--- src/gb_bus_pkg.sv ---
package gb_bus_pkg;

	typedef logic [15:0] addr_t;
	typedef logic [7:0]  byte_t;

	typedef struct packed {
		byte_t page;
		byte_t offset;
	} io_addr_t;

	// The CPU address is read as a memory address and as an I/O page offset
	typedef union packed {
		addr_t    mem;
		io_addr_t io;
	} cpu_addr_u;

	typedef struct packed {
		cpu_addr_u addr;
		logic      rd;
		logic      wr;
		byte_t     wdata;
	} cpu_bus_t;

	typedef struct packed {
		logic  active;
		addr_t src_addr;
		logic  rd;
		byte_t oam_index;
		logic  wr;
		byte_t wdata;
	} dma_bus_t;

	typedef struct packed {
		logic  needs_vram;
		logic  needs_oam;
		addr_t addr;
		logic  rd;
	} ppu_bus_t;

	typedef struct packed {
		logic boot_rom;
		logic cart_rom;
		logic vram;
		logic cart_ram;
		logic wram;
		logic oam;
		logic io;
	} region_sel_t;

	typedef struct packed {
		logic joypad;
		logic serial;
		logic timer;
		logic int_flag;
		logic sound;
		logic ppu_reg;
		logic boot_reg;
		logic hram;
		logic int_ena;
	} io_sel_t;

	typedef struct packed {
		addr_t addr;
		logic  rd;
		logic  wr;
		byte_t wdata;
	} mem_port_t;

	typedef struct packed {
		addr_t addr;
		logic  rd;
		logic  wr;
		logic  data_oe;
		logic  cs_rom;
		logic  cs_xram;
		logic  cs_wram;
	} ext_bus_t;

	typedef struct packed {
		byte_t hram;
		byte_t joypad;
		byte_t serial;
		byte_t timer;
		byte_t sound;
		byte_t ppu_reg;
		byte_t int_regs;
		byte_t boot_rom;
		byte_t vram;
		byte_t oam;
		byte_t ext;
	} periph_rdata_t;

	// Memory map
	localparam addr_t boot_rom_size = 16'h0100;
	localparam addr_t vram_lo       = 16'h8000;
	localparam addr_t vram_hi       = 16'h9fff;
	localparam addr_t cart_ram_lo   = 16'ha000;
	localparam addr_t cart_ram_hi   = 16'hbfff;
	localparam addr_t wram_lo       = 16'hc000;
	localparam addr_t wram_hi       = 16'hfdff;
	localparam addr_t oam_lo        = 16'hfe00;
	localparam addr_t oam_hi        = 16'hfe9f;
	localparam byte_t io_page       = 8'hff;

	// Offsets inside the I/O page
	localparam byte_t io_joypad    = 8'h00;
	localparam byte_t io_serial_lo = 8'h01;
	localparam byte_t io_serial_hi = 8'h02;
	localparam byte_t io_timer_lo  = 8'h04;
	localparam byte_t io_timer_hi  = 8'h07;
	localparam byte_t io_int_flag  = 8'h0f;
	localparam byte_t io_sound_lo  = 8'h10;
	localparam byte_t io_sound_hi  = 8'h3f;
	localparam byte_t io_ppu_lo    = 8'h40;
	localparam byte_t io_ppu_hi    = 8'h4b;
	localparam byte_t io_dma_start = 8'h46;
	localparam byte_t io_boot_reg  = 8'h50;
	localparam byte_t io_hram_lo   = 8'h80;
	localparam byte_t io_hram_hi   = 8'hfe;
	localparam byte_t io_int_ena   = 8'hff;

	localparam byte_t open_bus_value = 8'hff;

endpackage
--- src/gb_bus_top.sv ---
`timescale 1ns/10ps

module gb_bus_top #(
	parameter int INIT_TICKS   = 16,
	parameter int SWITCH_TICKS = 16
) (
	input  logic                      gbclk,
	input  logic                      reset,
	input  logic                      power_on,
	input  logic                      boot_hidden,
	input  gb_bus_pkg::cpu_bus_t      cpu_req,
	input  gb_bus_pkg::dma_bus_t      dma_req,
	input  gb_bus_pkg::ppu_bus_t      ppu_req,
	input  gb_bus_pkg::periph_rdata_t periph_rdata,
	output logic                      core_reset,
	output gb_bus_pkg::region_sel_t   cpu_sel,
	output gb_bus_pkg::io_sel_t       io_sel,
	output logic                      dma_reg_write,
	output gb_bus_pkg::mem_port_t     vram_port,
	output gb_bus_pkg::mem_port_t     oam_port,
	output gb_bus_pkg::ext_bus_t      ext_bus,
	output gb_bus_pkg::byte_t         cpu_rdata,
	output gb_bus_pkg::byte_t         dma_rdata
);
	import gb_bus_pkg::*;

	region_sel_t dma_sel;
	logic        vram_busy;
	logic        oam_busy;
	logic        ext_dma_owner;

	// The pixel unit requests carry their own needs flags, so its region select stays open
	gb_map_decode i_decode (
		.cpu_req      (cpu_req),
		.dma_req      (dma_req),
		.ppu_req      (ppu_req),
		.boot_hidden  (boot_hidden),
		.cpu_sel      (cpu_sel),
		.dma_sel      (dma_sel),
		.ppu_sel      (),
		.io_sel       (io_sel),
		.dma_reg_write(dma_reg_write)
	);

	bus_arbiter i_arbiter (
		.gbclk        (gbclk),
		.reset        (reset),
		.cpu_req      (cpu_req),
		.dma_req      (dma_req),
		.ppu_req      (ppu_req),
		.cpu_sel      (cpu_sel),
		.dma_sel      (dma_sel),
		.vram_port    (vram_port),
		.oam_port     (oam_port),
		.ext_bus      (ext_bus),
		.vram_busy    (vram_busy),
		.oam_busy     (oam_busy),
		.ext_dma_owner(ext_dma_owner)
	);

	cpu_read_mux i_read_mux (
		.cpu_sel      (cpu_sel),
		.dma_sel      (dma_sel),
		.io_sel       (io_sel),
		.vram_busy    (vram_busy),
		.oam_busy     (oam_busy),
		.ext_dma_owner(ext_dma_owner),
		.rdata        (periph_rdata),
		.cpu_rdata    (cpu_rdata),
		.dma_rdata    (dma_rdata)
	);

	reset_sequencer #(
		.INIT_TICKS  (INIT_TICKS),
		.SWITCH_TICKS(SWITCH_TICKS)
	) i_reset_seq (
		.gbclk     (gbclk),
		.reset     (reset),
		.power_on  (power_on),
		.core_reset(core_reset)
	);

endmodule

--- src/reset_sequencer.sv ---
`timescale 1ns/10ps

module reset_sequencer #(
	parameter int INIT_TICKS   = 16,
	parameter int SWITCH_TICKS = 16
) (
	input  logic gbclk,
	input  logic reset,
	input  logic power_on,
	output logic core_reset
);
	localparam int INIT_W   = $clog2(INIT_TICKS + 1);
	localparam int SWITCH_W = $clog2(SWITCH_TICKS + 1);

	logic [INIT_W-1:0]   init_cnt;
	logic                init_done;
	logic [SWITCH_W-1:0] switch_cnt;
	logic                switch_done;
	logic                power_on_q;

	always_ff @(posedge gbclk) begin
		if (reset) begin
			init_cnt    <= '0;
			init_done   <= 1'b0;
			switch_cnt  <= '0;
			switch_done <= 1'b0;
			power_on_q  <= 1'b0;
			core_reset  <= 1'b1;
		end else begin
			power_on_q <= power_on;

			if (!init_done) begin
				init_cnt <= init_cnt + 1'b1;
				if (init_cnt == INIT_W'(INIT_TICKS - 1))
					init_done <= 1'b1;
			end

			// Every flip of the power switch starts the second delay over
			if (power_on != power_on_q) begin
				switch_cnt  <= '0;
				switch_done <= 1'b0;
			end else if (init_done && !switch_done) begin
				switch_cnt <= switch_cnt + 1'b1;
				if (switch_cnt == SWITCH_W'(SWITCH_TICKS - 1))
					switch_done <= 1'b1;
			end

			core_reset <= !switch_done || !power_on;
		end
	end

endmodule

--- src/cpu_read_mux.sv ---
`timescale 1ns/10ps

module cpu_read_mux (
	input  gb_bus_pkg::region_sel_t   cpu_sel,
	input  gb_bus_pkg::region_sel_t   dma_sel,
	input  gb_bus_pkg::io_sel_t       io_sel,
	input  logic                      vram_busy,
	input  logic                      oam_busy,
	input  logic                      ext_dma_owner,
	input  gb_bus_pkg::periph_rdata_t rdata,
	output gb_bus_pkg::byte_t         cpu_rdata,
	output gb_bus_pkg::byte_t         dma_rdata
);
	import gb_bus_pkg::*;

	logic cpu_ext;

	assign cpu_ext = cpu_sel.cart_rom || cpu_sel.cart_ram || cpu_sel.wram;

	// I/O registers first, then memory regions the CPU still owns
	always_comb begin
		cpu_rdata = open_bus_value;
		if (io_sel.hram)
			cpu_rdata = rdata.hram;
		else if (io_sel.joypad)
			cpu_rdata = rdata.joypad;
		else if (io_sel.serial)
			cpu_rdata = rdata.serial;
		else if (io_sel.timer)
			cpu_rdata = rdata.timer;
		else if (io_sel.sound)
			cpu_rdata = rdata.sound;
		else if (io_sel.ppu_reg)
			cpu_rdata = rdata.ppu_reg;
		else if (io_sel.int_flag || io_sel.int_ena)
			cpu_rdata = rdata.int_regs;
		else if (cpu_sel.boot_rom)
			cpu_rdata = rdata.boot_rom;
		else if (cpu_sel.vram && !vram_busy && !dma_sel.vram)
			cpu_rdata = rdata.vram;
		else if (cpu_sel.oam && !oam_busy)
			cpu_rdata = rdata.oam;
		else if (cpu_ext && !ext_dma_owner)
			cpu_rdata = rdata.ext;
	end

	// The boot register is write only and falls through to open bus

	always_comb begin
		dma_rdata = open_bus_value;
		if (dma_sel.vram && !vram_busy)
			dma_rdata = rdata.vram;
		else if (ext_dma_owner)
			dma_rdata = rdata.ext;
	end

endmodule

--- src/bus_arbiter.sv ---
`timescale 1ns/10ps

module bus_arbiter (
	input  logic                    gbclk,
	input  logic                    reset,
	input  gb_bus_pkg::cpu_bus_t    cpu_req,
	input  gb_bus_pkg::dma_bus_t    dma_req,
	input  gb_bus_pkg::ppu_bus_t    ppu_req,
	input  gb_bus_pkg::region_sel_t cpu_sel,
	input  gb_bus_pkg::region_sel_t dma_sel,
	output gb_bus_pkg::mem_port_t   vram_port,
	output gb_bus_pkg::mem_port_t   oam_port,
	output gb_bus_pkg::ext_bus_t    ext_bus,
	output logic                    vram_busy,
	output logic                    oam_busy,
	output logic                    ext_dma_owner
);
	import gb_bus_pkg::*;

	logic ext_wr;
	logic ext_wr_q;

	// The pixel unit holds video RAM; DMA ownership is seen through dma_sel downstream
	assign vram_busy = ppu_req.needs_vram;

	// Any running DMA owns OAM as its write target
	assign oam_busy = ppu_req.needs_oam || dma_req.active;

	always_comb begin
		vram_port = '0;
		if (ppu_req.needs_vram) begin
			vram_port.addr = ppu_req.addr;
			vram_port.rd   = ppu_req.rd;
		end else if (dma_sel.vram) begin
			vram_port.addr = dma_req.src_addr;
			vram_port.rd   = dma_req.rd;
		end else if (cpu_sel.vram) begin
			vram_port.addr  = cpu_req.addr.mem;
			vram_port.rd    = cpu_req.rd;
			vram_port.wr    = cpu_req.wr;
			vram_port.wdata = cpu_req.wdata;
		end
	end

	always_comb begin
		oam_port = '0;
		if (ppu_req.needs_oam) begin
			oam_port.addr = ppu_req.addr;
			oam_port.rd   = ppu_req.rd;
		end else if (dma_req.active) begin
			oam_port.addr  = {oam_lo[15:8], dma_req.oam_index};
			oam_port.wr    = dma_req.wr;
			oam_port.wdata = dma_req.wdata;
		end else if (cpu_sel.oam) begin
			oam_port.addr  = cpu_req.addr.mem;
			oam_port.rd    = cpu_req.rd;
			oam_port.wr    = cpu_req.wr;
			oam_port.wdata = cpu_req.wdata;
		end
	end

	assign ext_dma_owner = dma_sel.cart_rom || dma_sel.cart_ram || dma_sel.wram;

	// A DMA on the external bus only ever reads
	assign ext_wr = ext_dma_owner ? 1'b0 : cpu_req.wr;

	assign ext_bus.addr    = ext_dma_owner ? dma_req.src_addr : cpu_req.addr.mem;
	assign ext_bus.rd      = ext_dma_owner ? dma_req.rd : cpu_req.rd;
	assign ext_bus.wr      = ext_wr;
	assign ext_bus.data_oe = ext_wr || ext_wr_q;
	assign ext_bus.cs_rom  = cpu_sel.cart_rom || dma_sel.cart_rom;
	assign ext_bus.cs_xram = cpu_sel.cart_ram || dma_sel.cart_ram;
	assign ext_bus.cs_wram = cpu_sel.wram || dma_sel.wram;

	// Keeps the data drive on for one cycle past the write
	always_ff @(posedge gbclk) begin
		if (reset)
			ext_wr_q <= 1'b0;
		else
			ext_wr_q <= ext_wr;
	end

endmodule

--- src/gb_map_decode.sv ---
`timescale 1ns/10ps

module gb_map_decode (
	input  gb_bus_pkg::cpu_bus_t    cpu_req,
	input  gb_bus_pkg::dma_bus_t    dma_req,
	input  gb_bus_pkg::ppu_bus_t    ppu_req,
	input  logic                    boot_hidden,
	output gb_bus_pkg::region_sel_t cpu_sel,
	output gb_bus_pkg::region_sel_t dma_sel,
	output gb_bus_pkg::region_sel_t ppu_sel,
	output gb_bus_pkg::io_sel_t     io_sel,
	output logic                    dma_reg_write
);
	import gb_bus_pkg::*;

	byte_t io_offset;

	// One region decoder shared by all three masters
	function automatic region_sel_t region_of(addr_t a, logic boot_en);
		region_sel_t s;
		s = '0;
		if (boot_en && a < boot_rom_size)
			s.boot_rom = 1'b1;
		else if (a < vram_lo)
			s.cart_rom = 1'b1;
		else if (a >= vram_lo && a <= vram_hi)
			s.vram = 1'b1;
		else if (a >= cart_ram_lo && a <= cart_ram_hi)
			s.cart_ram = 1'b1;
		else if (a >= wram_lo && a <= wram_hi)
			s.wram = 1'b1;
		else if (a >= oam_lo && a <= oam_hi)
			s.oam = 1'b1;
		else if (a[15:8] == io_page)
			s.io = 1'b1;
		return s;
	endfunction

	assign cpu_sel = region_of(cpu_req.addr.mem, !boot_hidden);
	assign ppu_sel = region_of(ppu_req.addr, 1'b0);

	// The DMA never sees the boot ROM and decodes nothing while idle
	always_comb begin
		dma_sel = '0;
		if (dma_req.active)
			dma_sel = region_of(dma_req.src_addr, 1'b0);
	end

	assign io_offset = cpu_req.addr.io.offset;

	always_comb begin
		io_sel = '0;
		if (cpu_sel.io) begin
			if (io_offset == io_joypad)
				io_sel.joypad = 1'b1;
			else if (io_offset >= io_serial_lo && io_offset <= io_serial_hi)
				io_sel.serial = 1'b1;
			else if (io_offset >= io_timer_lo && io_offset <= io_timer_hi)
				io_sel.timer = 1'b1;
			else if (io_offset == io_int_flag)
				io_sel.int_flag = 1'b1;
			else if (io_offset >= io_sound_lo && io_offset <= io_sound_hi)
				io_sel.sound = 1'b1;
			else if (io_offset >= io_ppu_lo && io_offset <= io_ppu_hi)
				io_sel.ppu_reg = 1'b1;
			else if (io_offset == io_boot_reg)
				io_sel.boot_reg = 1'b1;
			else if (io_offset >= io_hram_lo && io_offset <= io_hram_hi)
				io_sel.hram = 1'b1;
			else if (io_offset == io_int_ena)
				io_sel.int_ena = 1'b1;
		end
	end

	// The DMA start register sits inside the video register block
	assign dma_reg_write = cpu_req.wr && io_sel.ppu_reg && io_offset == io_dma_start;

endmodule

--- config.mk ---
export PLATFORM = sky130hd
export DESIGN_NAME = gb_bus_top
export DESIGN_NICKNAME = d
export VERILOG_FILES = /design/src/gb_bus_pkg.sv /design/src/gb_bus_top.sv /design/src/reset_sequencer.sv /design/src/cpu_read_mux.sv /design/src/bus_arbiter.sv /design/src/gb_map_decode.sv
export SDC_FILE = /design/constraint.sdc
export NUM_CORES = 1
export LEC_CHECK = 0
export ABC_AREA = 1
export BUFFER_PORTS_ARGS = -buffer_cell sky130_fd_sc_hd__buf_2
export CORE_AREA = 2 2 110 112
export DETAILED_ROUTE_END_ITERATION = 10
export DIE_AREA = 0 0 112 114
export PLACE_DENSITY = 0.73
export REMOVE_ABC_BUFFERS = 1
export SETUP_SLACK_MARGIN = 0.2
export SYNTH_ARGS = -nofsm -noshare
export SYNTH_HDL_FRONTEND = slang
export SYNTH_SLANG_ARGS = --single-unit
--- constraint.sdc ---
create_clock -name gbclk -period 2.2 [get_ports gbclk]
set_clock_uncertainty 0.1 [all_clocks]
set_input_delay 0.44 -clock gbclk [delete_from_list [all_inputs] [get_ports gbclk]]
set_output_delay 0.44 -clock gbclk [all_outputs]
set_load 0.01 [all_outputs]
Yosys cells after proc, flatten, opt, wreduce, memory -nomap -nowiden
Index checks and enable logic that the tools add are counted.
{"block": "classes", "addsub": 2, "order_cmp": 29, "n_eq_ne": 9, "muxes": 72, "n_reduce_logical": 43}
{"op": "$ge A16 B16 Y1 const B", "count": 8}
{"op": "$le A16 B16 Y1 const B", "count": 8}
{"op": "$mux W8", "count": 14}
{"op": "$mux W26", "count": 2}
{"op": "$mux W17", "count": 3}
{"op": "$mux W9", "count": 5}
{"op": "$lt A16 B16 Y1 const B", "count": 2}
{"op": "$mux W16", "count": 2}
{"op": "$mux W1", "count": 30}
{"op": "$eq A8 B8 Y1 const B", "count": 3}
{"op": "$logic_and A1 B1 Y1", "count": 22}
{"op": "$mux W6", "count": 3}
{"op": "$eq A8 B7 Y1 const B", "count": 2}
{"op": "$lt A16 B9 Y1 const B", "count": 1}
{"op": "$mux W5", "count": 3}
{"op": "$mux W4", "count": 3}
{"op": "$logic_or A1 B1 Y1", "count": 11}
{"op": "$add A5 B1 Y5 const B", "count": 2}
{"op": "$eq A5 B4 Y1 const B", "count": 2}
{"op": "$mux W3", "count": 3}
{"op": "$eq A8 B4 Y1 const B", "count": 1}
{"op": "$ge A8 B1 Y1 const B", "count": 1}
{"op": "$ge A8 B3 Y1 const B", "count": 1}
{"op": "$ge A8 B5 Y1 const B", "count": 1}
{"op": "other kinds (14)", "count": 22}
{"block": "totals", "register_bits": 15, "in_bits": 172, "output_inout_bits": 108}

Depth between registers and ports, before layout
Gate-level depths: netlist of the first run.
{"block": "depth", "depth_word": 23, "mapped_depth": 15, "ltp_nobuf": 15}

Hierarchy
From an unflattened synthesis of the first run, not the netlist that was laid out.
{"block": "unflattened", "cells_unflattened": 815, "area_unflattened_um2": 3911.3}
{"mod": "bus_arbiter", "n_inst": 1, "cells_per_inst": 339, "area_per_inst_um2": 1482.7, "seq_area_each_um2": 20.0}
{"mod": "cpu_read_mux", "n_inst": 1, "cells_per_inst": 281, "area_per_inst_um2": 1273.7, "seq_area_each_um2": 0.0}
{"mod": "reset_sequencer", "n_inst": 1, "cells_per_inst": 81, "area_per_inst_um2": 600.6, "seq_area_each_um2": 280.3}
{"mod": "gb_map_decode", "n_inst": 1, "cells_per_inst": 114, "area_per_inst_um2": 554.3, "seq_area_each_um2": 0.0}

Worst setup path before layout of the first run
No wires, ideal clock.
{"block": "synth_path", "path_kind": "input -> output", "from": "input cpu_req[16] (netlist name)", "to": "output cpu_rdata[0]", "arrival_time_ns": 1.684, "setup_slack_ns": -0.024, "path_stages": 13, "n_path_buf": 1, "path_cell_list": "buf_2 nor2_2 nand2_2 inv_2 nand3_2 nor2_1 inv_2 o21ai_1 inv_1 nand4_1 nand2_1 nand2_1 nand2_1"}
{"item": "start: declaration", "line": "gb_bus_top.sv:11", "text": "input gb_bus_pkg::cpu_bus_t cpu_req,"}
{"item": "end: declaration", "line": "gb_bus_top.sv:22", "text": "output gb_bus_pkg::byte_t cpu_rdata,"}

Worst setup path after layout of the first run
{"block": "layout_path", "from": "input cpu_req[19] (netlist name)", "to": "output cpu_rdata[1]"}
{"block": "layout_via", "elab_chain_len": 20, "word_cells_on_any_way": 48}
{"item": "$ge A16 B16 Y1 (tied with other cells)", "line": "gb_map_decode.sv:30", "text": "else if (a >= wram_lo && a <= wram_hi)"}
{"item": "$logic_and A1 B1 Y1, on equally long branches", "line": "gb_map_decode.sv:30, gb_map_decode.sv:28"}
{"item": "$mux W1, on equally long branches", "line": "gb_map_decode.sv:30, gb_map_decode.sv:28"}
{"item": "$mux W3 / $mux W4 (equally long branches)", "line": "gb_map_decode.sv:28, gb_map_decode.sv:26"}
{"item": "$mux W4 / $mux W5 (equally long branches)", "line": "gb_map_decode.sv:26, gb_map_decode.sv:24"}
{"item": "$mux W5 / $mux W6 (equally long branches)", "line": "gb_map_decode.sv:24, gb_map_decode.sv:22"}
{"item": "$mux W6 / $logic_or A1 B1 Y1 (equally long branches)", "line": "gb_map_decode.sv:22, cpu_read_mux.sv:18"}
{"item": "$logic_or A1 B1 Y1", "line": "cpu_read_mux.sv:18", "text": "assign cpu_ext = cpu_sel.cart_rom || cpu_sel.cart_ram || cpu_sel.wram;"}
{"item": "(+4 left out)"}
{"item": "$mux W8", "line": "cpu_read_mux.sv:37", "text": "else if (cpu_sel.boot_rom)"}
{"item": "$mux W8", "line": "cpu_read_mux.sv:35", "text": "else if (io_sel.int_flag || io_sel.int_ena)"}
{"item": "$mux W8", "line": "cpu_read_mux.sv:33", "text": "else if (io_sel.ppu_reg)"}
{"item": "$mux W8", "line": "cpu_read_mux.sv:31", "text": "else if (io_sel.sound)"}
{"item": "$mux W8", "line": "cpu_read_mux.sv:29", "text": "else if (io_sel.timer)"}
{"item": "$mux W8", "line": "cpu_read_mux.sv:27", "text": "else if (io_sel.serial)"}
{"item": "$mux W8", "line": "cpu_read_mux.sv:25", "text": "else if (io_sel.joypad)"}
{"item": "$mux W8 (*)", "line": "cpu_read_mux.sv:23", "text": "if (io_sel.hram)"}
Every way passes the cells marked *; elsewhere a longest branch is shown, timed or not.

==> impl_metrics.json, run 1 <==
{
  "numCtsBuffers": 3,
  "setup.worst_path.start_class": "primary input",
  "nets": 1213,
  "cp.arrival_ns": 2.01,
  "yosys_warnings": 0,
  "tightest_slew_ns": 0.441,
  "violations": "negative setup slack",
  "antenna_cells": 0,
  "layout_common_cells": "245 x buf_2, 145 x nand2_1, 95 x inv_1",
  "max_stage_delay_ns": 0.16,
  "layout-drive-gt1-share_pct": 60.8,
  "final_util_pct": 63.3,
  "syn_avg_cell_area_um2": 4.93,
  "fin_setup_tns_ns": -10.32,
  "grt_max_degree": 31,
  "crit_path_end_kind": "output pin",
  "die_w_um": 112,
  "clock.fmax_ghz": 0.392,
  "drt_iter0_markers": 472,
  "ir_drop_v": 0.000549,
  "htreeDepth": 1,
  "grt_util_all_layers_pct": 26.4,
  "final_common_cell": "buf_2",
  "grt_pass1_vias": 5271,
  "cts_root_buffer": "clkbuf_16",
  "maxSlewHeadroom_pct": 70.6,
  "p_per_area_nw_per_um2": 253,
  "holdWs_ns": 0.313,
  "placed_cells": 1126,
  "clk_latency_ns": 0.25,
  "cts_buffer_depth": 2,
  "coreArea_um2": 11700,
  "cp_slowest_cell": "nor2_4",
  "antenna_found_initial": 0,
  "async_flop_share_pct": 0,
  "pin_count": 280,
  "grt-ovfl-total": 0,
  "wl_per_cell_um": 17.3,
  "die_area_um2": 12800,
  "area_delta_synth_final_pct": 139,
  "ys.flop_type": "dfxtp_1",
  "wl_mm": 20.5,
  "grt_pass1_wl_mm": 27.2,
  "dp_hpwl_mm": 13.2,
  "power.leakage_nw": 3.83,
  "cp_max_fo": 5,
  "final_antenna_net_count": 0,
  "die_h_um": 114,
  "worstPathRequired_ns": 1.66,
  "period_needed_ns": 2.55,
  "gp_congestion": 0.931,
  "path_common_cell": "nand2_1",
  "drt_pass1_iterations": 5,
  "status": "complete, but fails checks",
  "synth_seq_cells": 15,
  "synth-edff-count": 0,
  "ys_seq_area_share_pct": 9.70,
  "dr_total_vias": 5919,
  "setup_viol": 74,
  "drv_cap": 0,
  "layoutNonFillerInstCount": 1183,
  "routed_via_density": 5.00,
  "synth_cells": 627,
  "critPathKind": "in -> out",
  "cts.clk_slew.worst_paths_ns": 0.04,
  "netlist_area_um2": 3090,
  "rows": 40,
  "period_share_pct": 116,
  "cts_sinks": 15,
  "hold_path.class": "reg -> reg",
  "crit_chain": "buf_8 -> nand3_4 -> nor2_4 -> nor2_2 -> nor2_1 -> nand2_2 -> nand3_1 -> nand2_1 -> nand2_2 -> nand2_1 -> nand2_1 -> nand2_1 -> nand2_1 -> nand4_1 -> nor2_1 -> buf_2",
  "postCtsHoldBufs": 0,
  "finalWorstSetupSlack_ns": -0.350,
  "rsz0062_at_grt": "true",
  "remaining_drc_errors": 0,
  "maxSlewViolCount": 0,
  "initial_utilization_pct": 26.4,
  "ys_types": 40,
  "tritoncts": "done",
  "hold_viol": 0,
  "io_buffers": 279
}
-- synthesized netlist by cell type, types with 2 or more instances --
library cell	count	area share [%]
ha_1	4	1.6
buf_2	4	0.65
nand2_1	185	22
clkinv_1	3	0.36
clkbuf_1	12	1.5
nor3_2	4	1.3
dfxtp_1	15	9.7
o211ai_1	8	1.9
nor2_2	3	0.61
nor2_1	95	12
inv_2	5	0.61
o21ai_0	34	5.5
nor3_1	13	2.1
nand4_1	11	2.2
or2_2	3	0.61
o221ai_1	7	2.0
nand2_2	5	1.0
nand3_2	4	1.3
nand3_1	38	6.1
nor2_4	2	0.73
inv_1	108	13
o21ai_1	9	1.5
a21oi_1	35	5.7
a22oi_1	4	0.97
-- where the power goes --
part	internal [mW]	switching [mW]	total [mW]	leakage [nW]
clock network	0.245	0.106	0.350	0.0382
logic	0.594	0.643	1.24	3.67
registers	0.280	0.00444	0.284	0.122
total	1.12	0.753	1.87	3.83
-- what timing repair did --
item / 4_1_cts / 5_1_grt
resized for setup: 206 / 196
setup endpoints to repair: 94 / 96
setup buffers: 30 / 16
cloned: 5 / 2
pin swaps: 42 / 44
-- flip-flops by register name, indices dropped and copies added (netlist names) --
name / flops
i_arbiter.ext_wr_q: 1
i_reset_seq.core_reset: 1
i_reset_seq.init_cnt: 5
i_reset_seq.init_done: 1
i_reset_seq.power_on_q: 1
i_reset_seq.switch_cnt: 5
i_reset_seq.switch_done: 1
-- metrics by stage --
stage / setup slack (ns) / power, mW / instance area, µm²
final: -0.350 / 1.87 / 7410
after floorplan: -0.667 / 0.595 / 3010
after CTS: -0.234 / 1.69 / 6440
after global placement: -0.392 / 1.09 / 5320
after detailed placement: -0.402 / 1.09 / 5320
after global routing: -0.484 / 1.96 / 7410
-- cells by family (layout without fill, tap and decap cells) --
kind of cell,Yosys count,count (layout),share of synthesized area [%]
adder cells (fa/ha/maj),4,4,1.62
flip-flops,15,15,9.70
AND/OR/NAND/NOR,370,371,52.3
XOR/XNOR,1,1,0.283
AO/OA/AOI/OAI,101,101,18.9
buffers and inverters,136,544,17.2
-- area by class of cell --
class                   instances  area [µm²]
clock buffers                   4        78.8
repair inverters                1        6.26
multi-input cells             477        3230
repair buffers                422        3130
fillers                      1008        4300
well taps                     147         184
inverters                     117         484
flip-flops and latches         15         300
-- metal layers --
layer | wire (µm) | up-vias | global-route usage (%)
met5 | 0 | - | 0
li1 | - | 2811 | -
met4 | 1030 | 0 | 8.37
met3 | 1400 | 93 | 2.98
met2 | 10200 | 317 | 48.0
met1 | 7790 | 2698 | 32.7
-- worst max-delay path, delay by kind of cell --
family	cells	cell delay, ns
and+or+nand+nor	14	1.34
buffers and inverters	2	0.22
-- final timing paths --
path,endpoint,slack (ns),start,cells after the start
worst max-delay path,cpu_rdata[1],-0.35,cpu_req[19],16
worst min-delay path,i_reset_seq.core_reset$_SDFF_PP1_,0.31,i_reset_seq.switch_done$_SDFFE_PP0P_,1
worst max register to register,i_reset_seq.switch_cnt[2]$_SDFFE_PP0P_,0.77,i_reset_seq.init_done$_SDFF_PP0_,4
worst min register to register,i_reset_seq.core_reset$_SDFF_PP1_,0.31,i_reset_seq.switch_done$_SDFFE_PP0P_,1
(Power assumes the default switching activity.)
==> run 2, diff against run 1 <==
--- a/config.mk
+++ b/config.mk
@@ -10,6 +10,7 @@
 export CORE_AREA = 2 2 110 112
 export DETAILED_ROUTE_END_ITERATION = 10
 export DIE_AREA = 0 0 112 114
+export MAX_ROUTING_LAYER = met4
 export PLACE_DENSITY = 0.73
 export REMOVE_ABC_BUFFERS = 1
 export SETUP_SLACK_MARGIN = 0.2
==> run 2 against run 1 <==
Net effect:
- the flow still finishes with violations (negative setup slack)
- critical path depth down 1
- sequential cell count stayed put
- register-to-register slack worse by 0.09 ns
- wire length decreased by 0.73%
- clock-buffer cell count did not move
- hold slack better by 0.0090 ns
- total power is 0.63% lower
- non-clock buffer count is 1 higher
- largest cell class unchanged
==> impl_metrics.json, run 2 (synthesis results as in run 1) <==
{
  "tightest_slew_ns": 0.432,
  "cp_max_fo": 5,
  "crit_path_end_kind": "output pin",
  "rsz0062_at_grt": "true",
  "final_antenna_net_count": 0,
  "gp_congestion": 0.969,
  "die_area_um2": 12800,
  "layout_common_cells": "241 x buf_2, 151 x nand2_1, 92 x inv_1",
  "area_delta_synth_final_pct": 142,
  "drv_cap": 0,
  "ff_latch_area_um2": 300,
  "wl_mm": 20.3,
  "initial_utilization_pct": 26.4,
  "period_share_pct": 116,
  "top_regs": "i_reset_seq.init_cnt (5), i_reset_seq.switch_cnt (5)",
  "rows": 40,
  "wl_met1_mm": 7.52,
  "dp_slack_ns": -0.433,
  "clock.fmax_ghz": 0.391,
  "dp_hpwl_mm": 13.2,
  "setup.worst_path.start_class": "primary input",
  "fillers": 998,
  "final_common_cell": "buf_2",
  "antenna_found_initial": 0,
  "cts_sinks": 15,
  "clk_latency_ns": 0.25,
  "routed_via_density": 5.03,
  "nets": 1214,
  "die_h_um": 114,
  "drt_iter0_markers": 491,
  "period_needed_ns": 2.56,
  "hold_path.class": "reg -> reg",
  "cts_root_buffer": "clkbuf_16",
  "grt_pass1_wl_mm": 28.0,
  "violations": "negative setup slack",
  "coreArea_um2": 11700,
  "maxSlewViolCount": 0,
  "worstPathRequired_ns": 1.66,
  "multiInputGateArea_um2": 3250,
  "dr_total_vias": 5959,
  "cp.arrival_ns": 2.02,
  "remaining_drc_errors": 0,
  "htreeDepth": 1,
  "cts.clk_slew.worst_paths_ns": 0.04,
  "layout-drive-gt1-share_pct": 60.0,
  "io_buffers": 279,
  "postCtsHoldBufs": 0,
  "critPathKind": "in -> out",
  "wl_per_cell_um": 17.2,
  "grt_max_degree": 31,
  "grt_pass1_vias": 5521,
  "p_per_area_nw_per_um2": 248,
  "antenna_cells": 0,
  "finalWorstSetupSlack_ns": -0.358,
  "hold_viol": 0,
  "routed-wl-met2_mm": 10.3,
  "status": "complete, but fails checks",
  "numCtsBuffers": 3,
  "maxSlewHeadroom_pct": 71.2,
  "grt_util_all_layers_pct": 28.0,
  "drt_pass1_iterations": 5,
  "die_w_um": 112,
  "dr_wl_met3_mm": 1.47,
  "cts_buffer_depth": 2,
  "power.leakage_nw": 3.87,
  "grt-ovfl-total": 0,
  "stdcell_area_um2": 7490,
  "pin_count": 280,
  "setup_viol": 75,
  "tritoncts": "done",
  "top_layer": "met4",
  "ir_drop_v": 0.000512,
  "dpl_cell_area_um2": 5300
}
## run 2: final timing paths
| path | endpoint | cells after the start | start | slack [ns] |
|---|---|---|---|---|
| setup / recovery | cpu_rdata[1] | 15 | dma_req[33] | -0.36 |
| hold / removal | i_reset_seq.core_reset$_SDFF_PP1_ | 1 | i_reset_seq.switch_done$_SDFFE_PP0P_ | 0.32 |
| setup reg to reg | i_reset_seq.switch_cnt[2]$_SDFFE_PP0P_ | 4 | i_reset_seq.init_done$_SDFF_PP0_ | 0.68 |
| hold reg to reg | i_reset_seq.core_reset$_SDFF_PP1_ | 1 | i_reset_seq.switch_done$_SDFFE_PP0P_ | 0.32 |
## run 2: timing repair
action	CTS	global route
endpoints found under the setup margin	92	96
cloned	7	1
setup buffers	32	16
gates resized for setup	283	118
endpoints found under the hold margin	0	0
pin swaps	49	51
## run 2: through the flow
stage | utilization, % | TNS (ns) | instances | hold WS, ns | power [mW]
after global routing | 64.0 | -15.46 | 1184 | 0.341 | 1.95
after global placement | 45.3 | -9.38 | 1124 | 0.303 | 1.09
after floorplan | - | -13.69 | 608 | 0.286 | 0.595
final | 64.0 | -10.96 | 1184 | 0.322 | 1.86
after detailed placement | 45.3 | -10.14 | 1124 | 0.318 | 1.09
after CTS | 58.2 | -5.92 | 1167 | 0.326 | 1.70
## run 2: power breakdown
group	leakage, nW	switching (mW)	internal, mW
sequential	0.122	0.00473	0.279
clock	0.0382	0.107	0.245
combinational	3.71	0.639	0.585
## run 2: layout make-up
type                            instances  share of cell area, %
Clock buffer                            4                   1.05
Inverter                              117                   6.86
Multi-Input combinational cell        477                   43.3
Sequential cell                        15                   4.01
Tap cell                              147                   2.45
Timing Repair Buffer                  423                   42.2
Timing Repair inverter                  1                  0.100
## run 2: worst max-delay path, stage by stage
cell and delay (ns):
buf_6 0.08, buf_6 0.10, nand4_1 0.18, nand3_4 0.20, clkinvlp_4 0.16, nor2_2 0.12
nand2_1 0.07, nand2_2 0.09, nand2_2 0.05, nand2_2 0.06, nand2_1 0.05, nand2_1 0.05
nand4_1 0.11, nor2_1 0.12, buf_2 0.13
## run 2: metal layers
metal / vias up / GRT usage, %
met5: - / -
met4: 0 / 10.1
met3: 100 / 3.19
met2: 352 / 50.8
met1: 2697 / 32.1
li1: 2810 / -
